`src/include/alu_defines.svh`:
```
// ----------------------------------------------------------------------
// Widths, opcodes, error codes and CCR bit positions for the ALU
// Include wherever a width or an encoding is needed
// ----------------------------------------------------------------------
`ifndef ALU_DEFINES_SVH
`define ALU_DEFINES_SVH

// Field widths
`define ALU_WIDTH      32  // Data path and instruction word
`define ALU_FMT_WIDTH  2   // Instruction format select
`define ALU_OPA_WIDTH  17  // Format a opcode
`define ALU_OPC_WIDTH  6   // Format b and c opcode
`define ALU_IMM_WIDTH  26  // Format c immediate

// Format a opcodes
`define OPC_ADD   17'h00040
`define OPC_SUB   17'h00100
`define OPC_AND   17'h00200
`define OPC_OR    17'h00240
`define OPC_NEG   17'h00280  // Two's complement of ra
`define OPC_XOR   17'h002C0
`define OPC_COMP  17'h00300  // One's complement of ra
`define OPC_LSR   17'h00400
`define OPC_ASR   17'h00440
`define OPC_LSL   17'h004C0
`define OPC_ROR   17'h00640  // Rotate through C
`define OPC_ROL   17'h00680  // Rotate through C
`define OPC_MOVE  17'h00800

// Six-bit opcodes, formats b and c
`define OPC_LDI      6'h22  // Sign-extended immediate
`define OPC_LDU      6'h23  // Zero-extended immediate
`define OPC_NOP_LOW  6'h3F  // Low six bits, any format but 3

// Result codes driven onto rz on a bad word
`define ERR_FMT_A   32'hFFFFFFFF
`define ERR_FMT_B   32'hFFFFFFFE
`define ERR_FMT_C   32'hFFFFFFFC
`define ERR_FORMAT  32'hF0F0F0F0  // Format 3

// CCR bit positions, bits above IFNR read zero
`define CCR_C     0
`define CCR_N     1
`define CCR_V     2
`define CCR_Z     3
`define CCR_INR   4
`define CCR_IFNR  5

`endif

```
`src/hdl/aluPkg.sv`:
```
// ----------------------------------------------------------------------
// Shared ALU types: decoded operation, instruction format and the
// three views of the instruction word
// ----------------------------------------------------------------------
`include "alu_defines.svh"

package aluPkg;

	// Decoded operation, decoder to datapath
	typedef enum logic [4:0] {
		OP_ADD,
		OP_SUB,
		OP_AND,
		OP_OR,
		OP_NEG,
		OP_XOR,
		OP_COMP,
		OP_LSR,
		OP_ASR,
		OP_LSL,
		OP_ROR,
		OP_ROL,
		OP_MOVE,
		OP_LDI,
		OP_LDU,
		OP_NOP,
		OP_ERR_INR,   // Opcode not recognized
		OP_ERR_IFNR   // Format 3
	} aluOpE;

	// Encoding of the instructionFormat input
	typedef enum logic [`ALU_FMT_WIDTH-1:0] {
		FMT_A   = 2'd0,
		FMT_B   = 2'd1,
		FMT_C   = 2'd2,
		FMT_BAD = 2'd3
	} instrFormatE;

	// One instruction word, read per format
	typedef union packed {
		struct packed {
			logic [4:0]                  rsrc1;
			logic [4:0]                  rsrc2;
			logic [4:0]                  rdst;
			logic [`ALU_OPA_WIDTH-1:0]   opcode;
		} formatA;
		struct packed {
			logic [4:0]                  rsrc1;
			logic [4:0]                  rsrc2;
			logic [15:0]                 immediate;  // No format b user yet
			logic [`ALU_OPC_WIDTH-1:0]   opcode;
		} formatB;
		struct packed {
			logic [`ALU_IMM_WIDTH-1:0]   immediate;
			logic [`ALU_OPC_WIDTH-1:0]   opcode;
		} formatC;
	} instrWordU;

endpackage

```
`src/hdl/aluResultIf.sv`:
```
// ----------------------------------------------------------------------
// Combinational result and flag strobes, datapath to the output register
// Datapath drives the source side, register reads the sink side
// ----------------------------------------------------------------------
`timescale 1ns/1ps
`include "alu_defines.svh"

interface aluResultIf;
	logic [`ALU_WIDTH-1:0] result;  // Next rz
	logic carryOut;       // New C, valid with writeCarry
	logic overflowOut;    // New V, valid with writeOverflow
	logic writeCarry;
	logic writeOverflow;
	logic isNop;          // Hold rz and ccr
	logic setInr;
	logic setIfnr;

	modport source (
		output result, carryOut, overflowOut, writeCarry, writeOverflow,
		output isNop, setInr, setIfnr
	);

	modport sink (
		input result, carryOut, overflowOut, writeCarry, writeOverflow,
		input isNop, setInr, setIfnr
	);
endinterface

```
`src/hdl/instructionDecoder.sv`:
```
// ----------------------------------------------------------------------
// Instruction decoder, purely combinational
// Maps format and opcode to an operation, the extended format c
// immediate and the error code for that format
// ----------------------------------------------------------------------
`timescale 1ns/1ps
`include "alu_defines.svh"

module instructionDecoder (
	input  aluPkg::instrWordU         instruction,
	input  aluPkg::instrFormatE       instructionFormat,
	output aluPkg::aluOpE             op,
	output logic [`ALU_WIDTH-1:0]     immValue,
	output logic [`ALU_WIDTH-1:0]     errorValue
);
	import aluPkg::*;

	localparam int EXT_WIDTH = `ALU_WIDTH - `ALU_IMM_WIDTH;  // Bits added on extension

	always_comb begin
		op         = OP_NOP;
		immValue   = '0;
		errorValue = '0;
		case (instructionFormat)
			FMT_A: begin
				errorValue = `ERR_FMT_A;
				if (instruction.formatA.opcode[`ALU_OPC_WIDTH-1:0] == `OPC_NOP_LOW) begin
					op = OP_NOP;  // Upper opcode bits ignored
				end else begin
					case (instruction.formatA.opcode)
						`OPC_ADD:  op = OP_ADD;
						`OPC_SUB:  op = OP_SUB;
						`OPC_AND:  op = OP_AND;
						`OPC_OR:   op = OP_OR;
						`OPC_NEG:  op = OP_NEG;
						`OPC_XOR:  op = OP_XOR;
						`OPC_COMP: op = OP_COMP;
						`OPC_LSR:  op = OP_LSR;
						`OPC_ASR:  op = OP_ASR;
						`OPC_LSL:  op = OP_LSL;
						`OPC_ROR:  op = OP_ROR;
						`OPC_ROL:  op = OP_ROL;
						`OPC_MOVE: op = OP_MOVE;
						default:   op = OP_ERR_INR;
					endcase
				end
			end
			FMT_B: begin
				// Only NOP lives in format b
				errorValue = `ERR_FMT_B;
				if (instruction.formatB.opcode == `OPC_NOP_LOW)
					op = OP_NOP;
				else
					op = OP_ERR_INR;
			end
			FMT_C: begin
				errorValue = `ERR_FMT_C;
				case (instruction.formatC.opcode)
					`OPC_NOP_LOW: op = OP_NOP;
					`OPC_LDI: begin
						op       = OP_LDI;
						immValue = {{EXT_WIDTH{instruction.formatC.immediate[`ALU_IMM_WIDTH-1]}},
							instruction.formatC.immediate};  // Sign extend
					end
					`OPC_LDU: begin
						op       = OP_LDU;
						immValue = {{EXT_WIDTH{1'b0}}, instruction.formatC.immediate};
					end
					default: op = OP_ERR_INR;
				endcase
			end
			default: begin
				// Format 3, opcode not looked at
				op         = OP_ERR_IFNR;
				errorValue = `ERR_FORMAT;
			end
		endcase
	end

endmodule

```
`src/hdl/aluDatapath.sv`:
```
// ----------------------------------------------------------------------
// ALU datapath, combinational
// Computes the next rz plus carry, overflow and the flag strobes for
// the decoded operation; rotates pull in the held carry
// ----------------------------------------------------------------------
`timescale 1ns/1ps
`include "alu_defines.svh"

module aluDatapath (
	input  aluPkg::aluOpE             op,
	input  logic [`ALU_WIDTH-1:0]     immValue,
	input  logic [`ALU_WIDTH-1:0]     errorValue,
	input  logic [`ALU_WIDTH-1:0]     ra,
	input  logic [`ALU_WIDTH-1:0]     rb,
	input  logic                      carryFlag,  // Held C from the register
	aluResultIf.source                res
);
	import aluPkg::*;

	localparam int MSB = `ALU_WIDTH - 1;

	logic [MSB:0] sum;
	logic [MSB:0] diff;

	assign sum  = ra + rb;
	assign diff = ra - rb;

	always_comb begin
		// Defaults, no flag writes
		res.result        = '0;
		res.carryOut      = 1'b0;
		res.overflowOut   = 1'b0;
		res.writeCarry    = 1'b0;
		res.writeOverflow = 1'b0;
		res.isNop         = 1'b0;
		res.setInr        = 1'b0;
		res.setIfnr       = 1'b0;
		case (op)
			OP_ADD: begin
				res.result        = sum;
				// Like signs in, other sign out
				res.overflowOut   = (ra[MSB] == rb[MSB]) && (sum[MSB] != ra[MSB]);
				res.writeOverflow = 1'b1;
			end
			OP_SUB: begin
				res.result        = diff;
				res.overflowOut   = (ra[MSB] != rb[MSB]) && (diff[MSB] != ra[MSB]);
				res.writeOverflow = 1'b1;
			end
			OP_AND:  res.result = ra & rb;
			OP_OR:   res.result = ra | rb;
			OP_NEG:  res.result = -ra;   // Two's complement, V untouched
			OP_XOR:  res.result = ra ^ rb;
			OP_COMP: res.result = ~ra;
			OP_LSR: begin
				res.result     = ra >> 1;
				res.carryOut   = ra[0];  // Bit shifted out
				res.writeCarry = 1'b1;
			end
			OP_ASR: begin
				res.result     = $unsigned($signed(ra) >>> 1);  // Sign fill
				res.carryOut   = ra[0];
				res.writeCarry = 1'b1;
			end
			OP_LSL: begin
				res.result     = ra << 1;
				res.carryOut   = ra[MSB];
				res.writeCarry = 1'b1;
			end
			OP_ROR: begin
				res.result     = {carryFlag, ra[MSB:1]};  // 33-bit rotate via C
				res.carryOut   = ra[0];
				res.writeCarry = 1'b1;
			end
			OP_ROL: begin
				res.result     = {ra[MSB-1:0], carryFlag};
				res.carryOut   = ra[MSB];
				res.writeCarry = 1'b1;
			end
			OP_MOVE: res.result = ra;
			OP_LDI, OP_LDU: res.result = immValue;  // Already extended
			OP_ERR_INR: begin
				res.result = errorValue;  // Per-format code
				res.setInr = 1'b1;
			end
			OP_ERR_IFNR: begin
				res.result  = errorValue;
				res.setIfnr = 1'b1;
			end
			default: res.isNop = 1'b1;  // OP_NOP and unused encodings
		endcase
	end

endmodule

```
`src/hdl/conditionCodeRegister.sv`:
```
// ----------------------------------------------------------------------
// Output register for rz and the condition code flags
// NOP holds everything; C and V load only on their write strobes,
// the rest load on every other instruction
// ----------------------------------------------------------------------
`timescale 1ns/1ps
`include "alu_defines.svh"

module conditionCodeRegister (
	input  logic                   clock,
	input  logic                   reset,
	aluResultIf.sink               res,
	output logic [`ALU_WIDTH-1:0]  rz,
	output logic [`ALU_WIDTH-1:0]  ccr,
	output logic                   carryFlag
);
	logic flagC;
	logic flagN;
	logic flagV;
	logic flagZ;
	logic flagInr;
	logic flagIfnr;

	always_ff @(posedge clock) begin
		if (reset) begin
			rz       <= '0;
			flagC    <= 1'b0;
			flagN    <= 1'b0;
			flagV    <= 1'b0;
			flagZ    <= 1'b0;
			flagInr  <= 1'b0;
			flagIfnr <= 1'b0;
		end else if (!res.isNop) begin
			rz    <= res.result;
			flagZ <= (res.result == '0);
			flagN <= res.result[`ALU_WIDTH-1];
			if (res.writeCarry)
				flagC <= res.carryOut;  // Shifts and rotates only
			if (res.writeOverflow)
				flagV <= res.overflowOut;  // ADD and SUB only
			// Error flags follow the current word, good one clears them
			flagInr  <= res.setInr;
			flagIfnr <= res.setIfnr;
		end
	end

	// Pack flags, upper bits stay zero
	always_comb begin
		ccr              = '0;
		ccr[`CCR_C]      = flagC;
		ccr[`CCR_N]      = flagN;
		ccr[`CCR_V]      = flagV;
		ccr[`CCR_Z]      = flagZ;
		ccr[`CCR_INR]    = flagInr;
		ccr[`CCR_IFNR]   = flagIfnr;
	end

	assign carryFlag = flagC;  // Rotate input

endmodule

```
`src/hdl/arithmeticLogicUnit.sv`:
```
// ----------------------------------------------------------------------
// ALU top level, one cycle from inputs to rz and ccr
// Decoder and datapath in front of the output register
// ----------------------------------------------------------------------
`timescale 1ns/1ps
`include "alu_defines.svh"

module arithmeticLogicUnit (
	input  logic                       clock,
	input  logic                       reset,
	input  logic [`ALU_WIDTH-1:0]      instruction,
	input  logic [`ALU_FMT_WIDTH-1:0]  instructionFormat,
	input  logic [`ALU_WIDTH-1:0]      ra,
	input  logic [`ALU_WIDTH-1:0]      rb,
	output logic [`ALU_WIDTH-1:0]      rz,
	output logic [`ALU_WIDTH-1:0]      ccr
);
	import aluPkg::*;

	instrFormatE             formatSel;
	aluOpE                   op;
	logic [`ALU_WIDTH-1:0]   immValue;
	logic [`ALU_WIDTH-1:0]   errorValue;
	logic                    carryFlag;  // Held C back to the rotates

	aluResultIf res ();

	assign formatSel = instrFormatE'(instructionFormat);  // All four codes valid

	instructionDecoder decoder (
		.instruction       (instruction),
		.instructionFormat (formatSel),
		.op                (op),
		.immValue          (immValue),
		.errorValue        (errorValue)
	);

	aluDatapath datapath (
		.op         (op),
		.immValue   (immValue),
		.errorValue (errorValue),
		.ra         (ra),
		.rb         (rb),
		.carryFlag  (carryFlag),
		.res        (res.source)
	);

	conditionCodeRegister ccReg (
		.clock     (clock),
		.reset     (reset),
		.res       (res.sink),
		.rz        (rz),
		.ccr       (ccr),
		.carryFlag (carryFlag)
	);

endmodule

```
`config.mk`:
```
export PLATFORM = sky130hd
export DESIGN_NAME = arithmeticLogicUnit
export DESIGN_NICKNAME = d
export VERILOG_FILES = /design/src/hdl/aluPkg.sv /design/src/hdl/aluResultIf.sv /design/src/hdl/instructionDecoder.sv /design/src/hdl/aluDatapath.sv /design/src/hdl/conditionCodeRegister.sv /design/src/hdl/arithmeticLogicUnit.sv
export VERILOG_INCLUDE_DIRS = /design/src /design/src/include
export SDC_FILE = /design/constraint.sdc
export NUM_CORES = 1
export LEC_CHECK = 0
export ABC_AREA = 1
export BUFFER_PORTS_ARGS = -buffer_cell sky130_fd_sc_hd__clkbuf_2
export CORE_AREA = 2 2 136 138
export DETAILED_ROUTE_END_ITERATION = 10
export DIE_AREA = 0 0 138 140
export PLACE_DENSITY = 0.9
export RECOVER_POWER = 100
export SYNTH_ARGS = -nofsm -noshare
export SYNTH_HDL_FRONTEND = slang
export SYNTH_HIERARCHICAL = 1
export SYNTH_SLANG_ARGS = --single-unit
```
`constraint.sdc`:
```
create_clock -name clock -period 5.29 [get_ports clock]
set_input_delay 0.7935 -clock clock [delete_from_list [all_inputs] [get_ports clock]]
set_output_delay 0.7935 -clock clock [all_outputs]
set_load 0.1 [all_outputs]
```
Word-level counts from Yosys, hierarchy flattened
Index checks and enable logic that the tools add are counted.
- input port bits: 100
- register bits: 38
- logic and storage cells: 81
- output and inout port bits: 64
- reductions and logical operators: 14
- equal/unequal tests: 38
- add/sub/neg operators: 3
- muxes and demuxes: 15
- bitwise gates (word level): 4
- operator list (operator ; count):
    $pmux W32 S15 ; 1
    $eq A17 B10 Y1 const B ; 5
    $eq A17 B11 Y1 const B ; 5
    $pmux W28 S3 ; 1
    $pmux W5 S13 ; 1
    $pmux W32 S2 ; 1
    $eq A5 B4 Y1 const B ; 7
    $add A32 B32 Y32 ; 1
    $and A32 B32 Y32 ; 1
    $logic_not A32 Y1 ; 1
    $mux W32 ; 1
    $neg A32 Y32 ; 1
    $not A32 Y32 ; 1
    $or A32 B32 Y32 ; 1
    $sub A32 B32 Y32 ; 1
    $xor A32 B32 Y32 ; 1
    $pmux W5 S3 ; 2
    $eq A5 B3 Y1 const B ; 4
    $eq A6 B6 Y1 const B ; 3
    $eq A17 B12 Y1 const B ; 1
    $eq A17 B7 Y1 const B ; 1
    $eq A17 B9 Y1 const B ; 1
    $reduce_or A17 Y1 ; 1
    $eq A5 B2 Y1 const B ; 2
    other kinds (16) ; 29

Depth between registers and ports, before layout
- depth in word-level cells: 8
- depth in mapped cells: 31
- gate-level depth less buffers: 31

Modules after synthesis
Netlist, hierarchy kept.
- modules (own cells, without submodules) (module ; cells each ; sequential area each (um2) ; times used ; area an instance (um2)):
    aluDatapath ; 1824 ; 0.0 ; 1 ; 8797.2
    conditionCodeRegister ; 220 ; 740.7 ; 1 ; 1656.6
    instructionDecoder ; 211 ; 0.0 ; 1 ; 1069.8

Worst setup path before layout
Ideal clock, no wire load.
- kind: input -> register
- from: input port instruction[12]
- to: register ccReg.rz[18]
- data arrival time: 3.223 ns
- path buffers: 2
- required time: 5.164 ns
- library setup time: 0.126 ns
- cell stages on the path: 21
- slack: 1.941 ns
- cells stage by stage: nor2_2 nand2_2 nor2_1 nand3_1 nand2_1 inv_1 nand2_2 nor2_1 nand2_1 a21oi_1 nor2_2 nand2_1 inv_2 buf_2 nor3_1 nand4_1 nor3_1 inv_2 buf_2 nor2_1 a211oi_2
- cells in the longest elaborated chain, start to end: 7
- elaborated cells on any way between the ends: 37
- those cells by class: eq/ne: 29; mux: 4; reduce/logical: 4
- ends and longest elaborated chain (what ; line ; source):
    from (decl) ; arithmeticLogicUnit.sv:11 ; input logic [`ALU_WIDTH-1:0] instruction,
    $eq A17 B12 Y1, or another cell as far along ; instructionDecoder.sv:30 ; case (instruction.formatA.opcode)
    $pmux W5 S13 (*) ; instructionDecoder.sv:30 ;
    $mux W5 (*) ; instructionDecoder.sv:27 ; if (instruction.formatA.opcode[`ALU_OPC_WIDTH-1:0] == `OPC_NOP_LOW) begin
    $pmux W5 S3 (*) ; instructionDecoder.sv:24 ; case (instructionFormat)
    via op[4] ; arithmeticLogicUnit.sv:21 ; aluOpE op;
    $eq A5 B5 Y1 or $eq A5 B4 Y1 (tied branches) ; aluDatapath.sv:38 ; case (op)
    $reduce_or A2 Y1 (no source line) ; -- ;
    $pmux W32 S15 ; aluDatapath.sv:38 ;
    to (signal assigned) ; conditionCodeRegister.sv:34 ; rz <= res.result;
    to (decl) ; conditionCodeRegister.sv:13 ; output logic [`ALU_WIDTH-1:0] rz,
The timed path passes the listed nets; every way through them passes the cells marked *.
A chain may end at the register's enable or synchronous reset.

Final worst setup path
- from: input port instruction[5]
- to: register ccReg.flagZ
- cells in the longest elaborated chain, start to end: 8
- elaborated cells on any way between the ends: 45
- those cells by class: eq/ne: 32; mux: 8; reduce/logical: 5
- ends and longest elaborated chain (what ; line ; source):
    $eq A17 B12 Y1, or another cell as far along ; instructionDecoder.sv:30 ;
    $pmux W5 S13 ; instructionDecoder.sv:30 ;
    $mux W5 ; instructionDecoder.sv:27 ;
    $pmux W5 S3 (*) ; instructionDecoder.sv:24 ;
    via op[4] ; arithmeticLogicUnit.sv:21 ;
    $eq A5 B5 Y1 or $eq A5 B4 Y1 (tied branches) ; aluDatapath.sv:38 ;
    $reduce_or A2 Y1 (no source line) ; -- ;
    $pmux W32 S15 ; aluDatapath.sv:38 ;
    $logic_not A32 Y1 ; conditionCodeRegister.sv:35 ; flagZ <= (res.result == '0);
    to (signal assigned) ; conditionCodeRegister.sv:35 ;
    to (decl) ; conditionCodeRegister.sv:20 ; logic flagZ;
Marked as above.

==> impl_metrics.json <==
{
  "fp.coreArea_um2": 17800,
  "drt_iter0_markers": 2273,
  "start_kind": "primary input",
  "slowest_stage": "nor2_1",
  "area_growth_pct": 4.02,
  "hold_class": "flip-flop to flip-flop",
  "async_flop_share": 0,
  "fin_setup_tns_ps": 0,
  "slew_violations": 0,
  "critPathRequiredTime_ps": 5490,
  "postRouteAntennaNets": 0,
  "overflow": 0,
  "fp.dieH_um": 140,
  "grt_antenna_before_repair": 0,
  "stdcell_count": 2545,
  "p_per_area_nw_per_um2": 150,
  "wl_um": 47600,
  "pin_count": 164,
  "cts_buffer_depth": 2,
  "p_leak_nw": 6.63,
  "timing.hold.ws_ps": 464,
  "post-place-cells": 2537,
  "syn_inst": 2255,
  "vdd_ir_drop_max_mv": 0.282,
  "start_util": 0.648,
  "dr.pass1.iters": 7,
  "ys_ff_latch": 37,
  "synth_cell_types": 47,
  "period_minus_slack_ps": 4980,
  "htreeDepth": 2,
  "synth_top_cell_by_area": "nand2_1",
  "dp_hpwl_um": 38200,
  "yosys_warnings": 6,
  "n_antenna_cell": 0,
  "portBuffers": 137,
  "hold_violations": 0,
  "worstSetupEndpointType": "flip-flop",
  "fin_crit_sh": 0.942,
  "drc": 0,
  "setup_viol": 0,
  "cts_tree": "yes",
  "die-area_um2": 19300,
  "place_congestion": 1.10,
  "cts_buffers": 5,
  "wl_per_cell_um": 18.7,
  "worstMarginPinSlew_ps": 1230,
  "rsz0062_at_grt": "no",
  "die_w_um": 138,
  "slew_headroom": 0.184,
  "path_clk_slew_ps": 60,
  "critPathKind": "primary input to flip-flop",
  "grt_max_degree": 43,
  "fmax_ghz": 0.201,
  "synth-main-ff-cell": "dfxtp_1",
  "cp_max_fo": 31,
  "cp.arrival_ps": 5190,
  "path_buf_inv": 5,
  "final_core_util": 0.674,
  "rows": 49,
  "cap_violations": 0,
  "ctsResizeCount": 0,
  "synth_top_area_frac": 0.230,
  "clock_skew_ps": 1.10,
  "status": "finished, final reports clean",
  "grt_pass1_wl_um": 73500,
  "syn_area_um2": 11500,
  "worst_path_dominant_cell_family": "simple AND/OR/NAND/NOR gates",
  "clock_sinks": 37,
  "via_per_inst": 5.99,
  "worstSkewPairLatency_ps": 280,
  "ys_seq_area_frac": 0.0643,
  "synth-edff-count": 0,
  "crit_path_frequent_cell": "nand2_1",
  "layout.nets": 2521,
  "hold_buffers": 0,
  "slowest_delay_ps": 760,
  "grt_pass1_vias": 13900,
  "grt_use_total": 0.474,
  "cts_setup_buffers": 0,
  "synth_area_leaders": "nand2_1 23%, ha_1 11%, inv_1 11%, nor2_1 9.3%, nand3_1 8.8%",
  "cts-root-buf": "clkbuf_16",
  "drive_gt1_frac": 0.0712,
  "vias": 15200,
  "synth.avg_cell_area_um2": 5.11
}
-- where the power goes --
group / internal, mW / switching (mW) / total (mW)
Clock: 0.235 / 0.118 / 0.353
Combinational: 0.246 / 0.880 / 1.13
Sequential: 0.302 / 0.0123 / 0.314
-- per-layer routing --
| layer | track usage | share of wire | vias to the layer above |
|---|---|---|---|
| li1 | - | - | 7139 |
| met1 | 0.568 | 0.36 | 6611 |
| met2 | 0.744 | 0.42 | 1185 |
| met3 | 0.106 | 0.13 | 302 |
| met4 | 0.353 | 0.092 | 0 |
| met5 | 0 | 0 | - |
-- flip-flops by register name, summed over array words and instances (netlist names) --
signal           count
ccReg/rz            32
ccReg/carryFlag      1
ccReg/flagIfnr       1
ccReg/flagInr        1
ccReg/flagV          1
ccReg/flagZ          1
-- layout by cell type, fill, tap and decap left out, types with 5 or more instances in the layout --
cell       instances
nand3_1          203
a22oi_1            5
nor3_1            39
nor2_1           287
clkbuf_2          98
nand4_1           35
o211ai_1          10
nand2_1          707
nor2_2            10
dfxtp_1           37
o22ai_1           34
conb_1            42
clkbuf_1          39
o21ai_0           93
and2_1             5
a21oi_1          120
buf_4             13
ha_1             104
nor2_4             5
o21bai_1           7
clkbuf_16          5
inv_2             13
inv_1            340
o221ai_1           6
a211oi_1           5
-- cell usage after synthesis, types with 5 or more instances --
| library cell | instances |
|---|---|
| inv_2 | 13 |
| nor2_1 | 286 |
| o211ai_1 | 10 |
| nand4_1 | 35 |
| clkbuf_1 | 13 |
| nor2_4 | 5 |
| inv_1 | 340 |
| nor2_2 | 11 |
| o221ai_1 | 6 |
| dfxtp_1 | 37 |
| o22ai_1 | 34 |
| o21bai_1 | 7 |
| buf_2 | 47 |
| nand3_1 | 203 |
| nand2_1 | 707 |
| ha_1 | 104 |
| a21oi_1 | 120 |
| buf_4 | 69 |
| a22oi_1 | 5 |
| and2_1 | 5 |
| nor3_1 | 39 |
| o21ai_0 | 93 |
-- worst reg2reg max path: cells and delay by family, from the launching register on --
kind / cells / cell delay [ps]
buf+inv: 1 / 150
simple gates: 7 / 1050
compound gates: 3 / 500
flops: 1 / 430
-- cell type report --
type / count / area (µm²)
Multi-Input combinational cell: 1764 / 8710
Sequential cell: 37 / 741
Timing Repair Buffer: 150 / 734
Fill cell: 1856 / 5790
Tap cell: 229 / 287
Clock buffer: 6 / 139
Inverter: 357 / 1340
Clock inverter: 2 / 37.5
-- cell families (layout without fill, tap and decap cells) --
group,count (synthesis),count (layout),share of synthesized area
and+or+nand+nor,1319,1319,0.481
buffers and inverters,494,515,0.192
AOI/OAI and AO/OA,293,293,0.143
adders and majority gates,106,106,0.116
DFF,37,37,0.0643
xor gates and xnor gates,4,4,0.00304
other,2,42,0.000652
-- path summary, 6_finish.rpt --
| check | to | slack [ps] | cells past startpoint | from |
|---|---|---|---|---|
| max | ccReg/flagZ | 310 | 25 | instruction[5] |
| min | ccReg/rz[2] | 460 | 2 | ccReg/rz[2] |
| min reg2reg | ccReg/rz[2] | 460 | 2 | ccReg/rz[2] |
| max reg2reg | ccReg/flagZ | 3090 | 11 | ccReg/carryFlag |
-- metrics by stage --
stage / power (mW) / setup WS, ps / instance area [µm²]
3_3_place_gp: 1.39 / 737 / 11900
2_1_floorplan: 1.14 / 1940 / 11700
4_1_cts: 1.76 / 730 / 12100
5_1_grt: 1.88 / 125 / 12000
6_report: 1.79 / 307 / 12000
3_5_place_dp: 1.40 / 463 / 11900
Note: power is estimated with default switching activity, not from simulation.
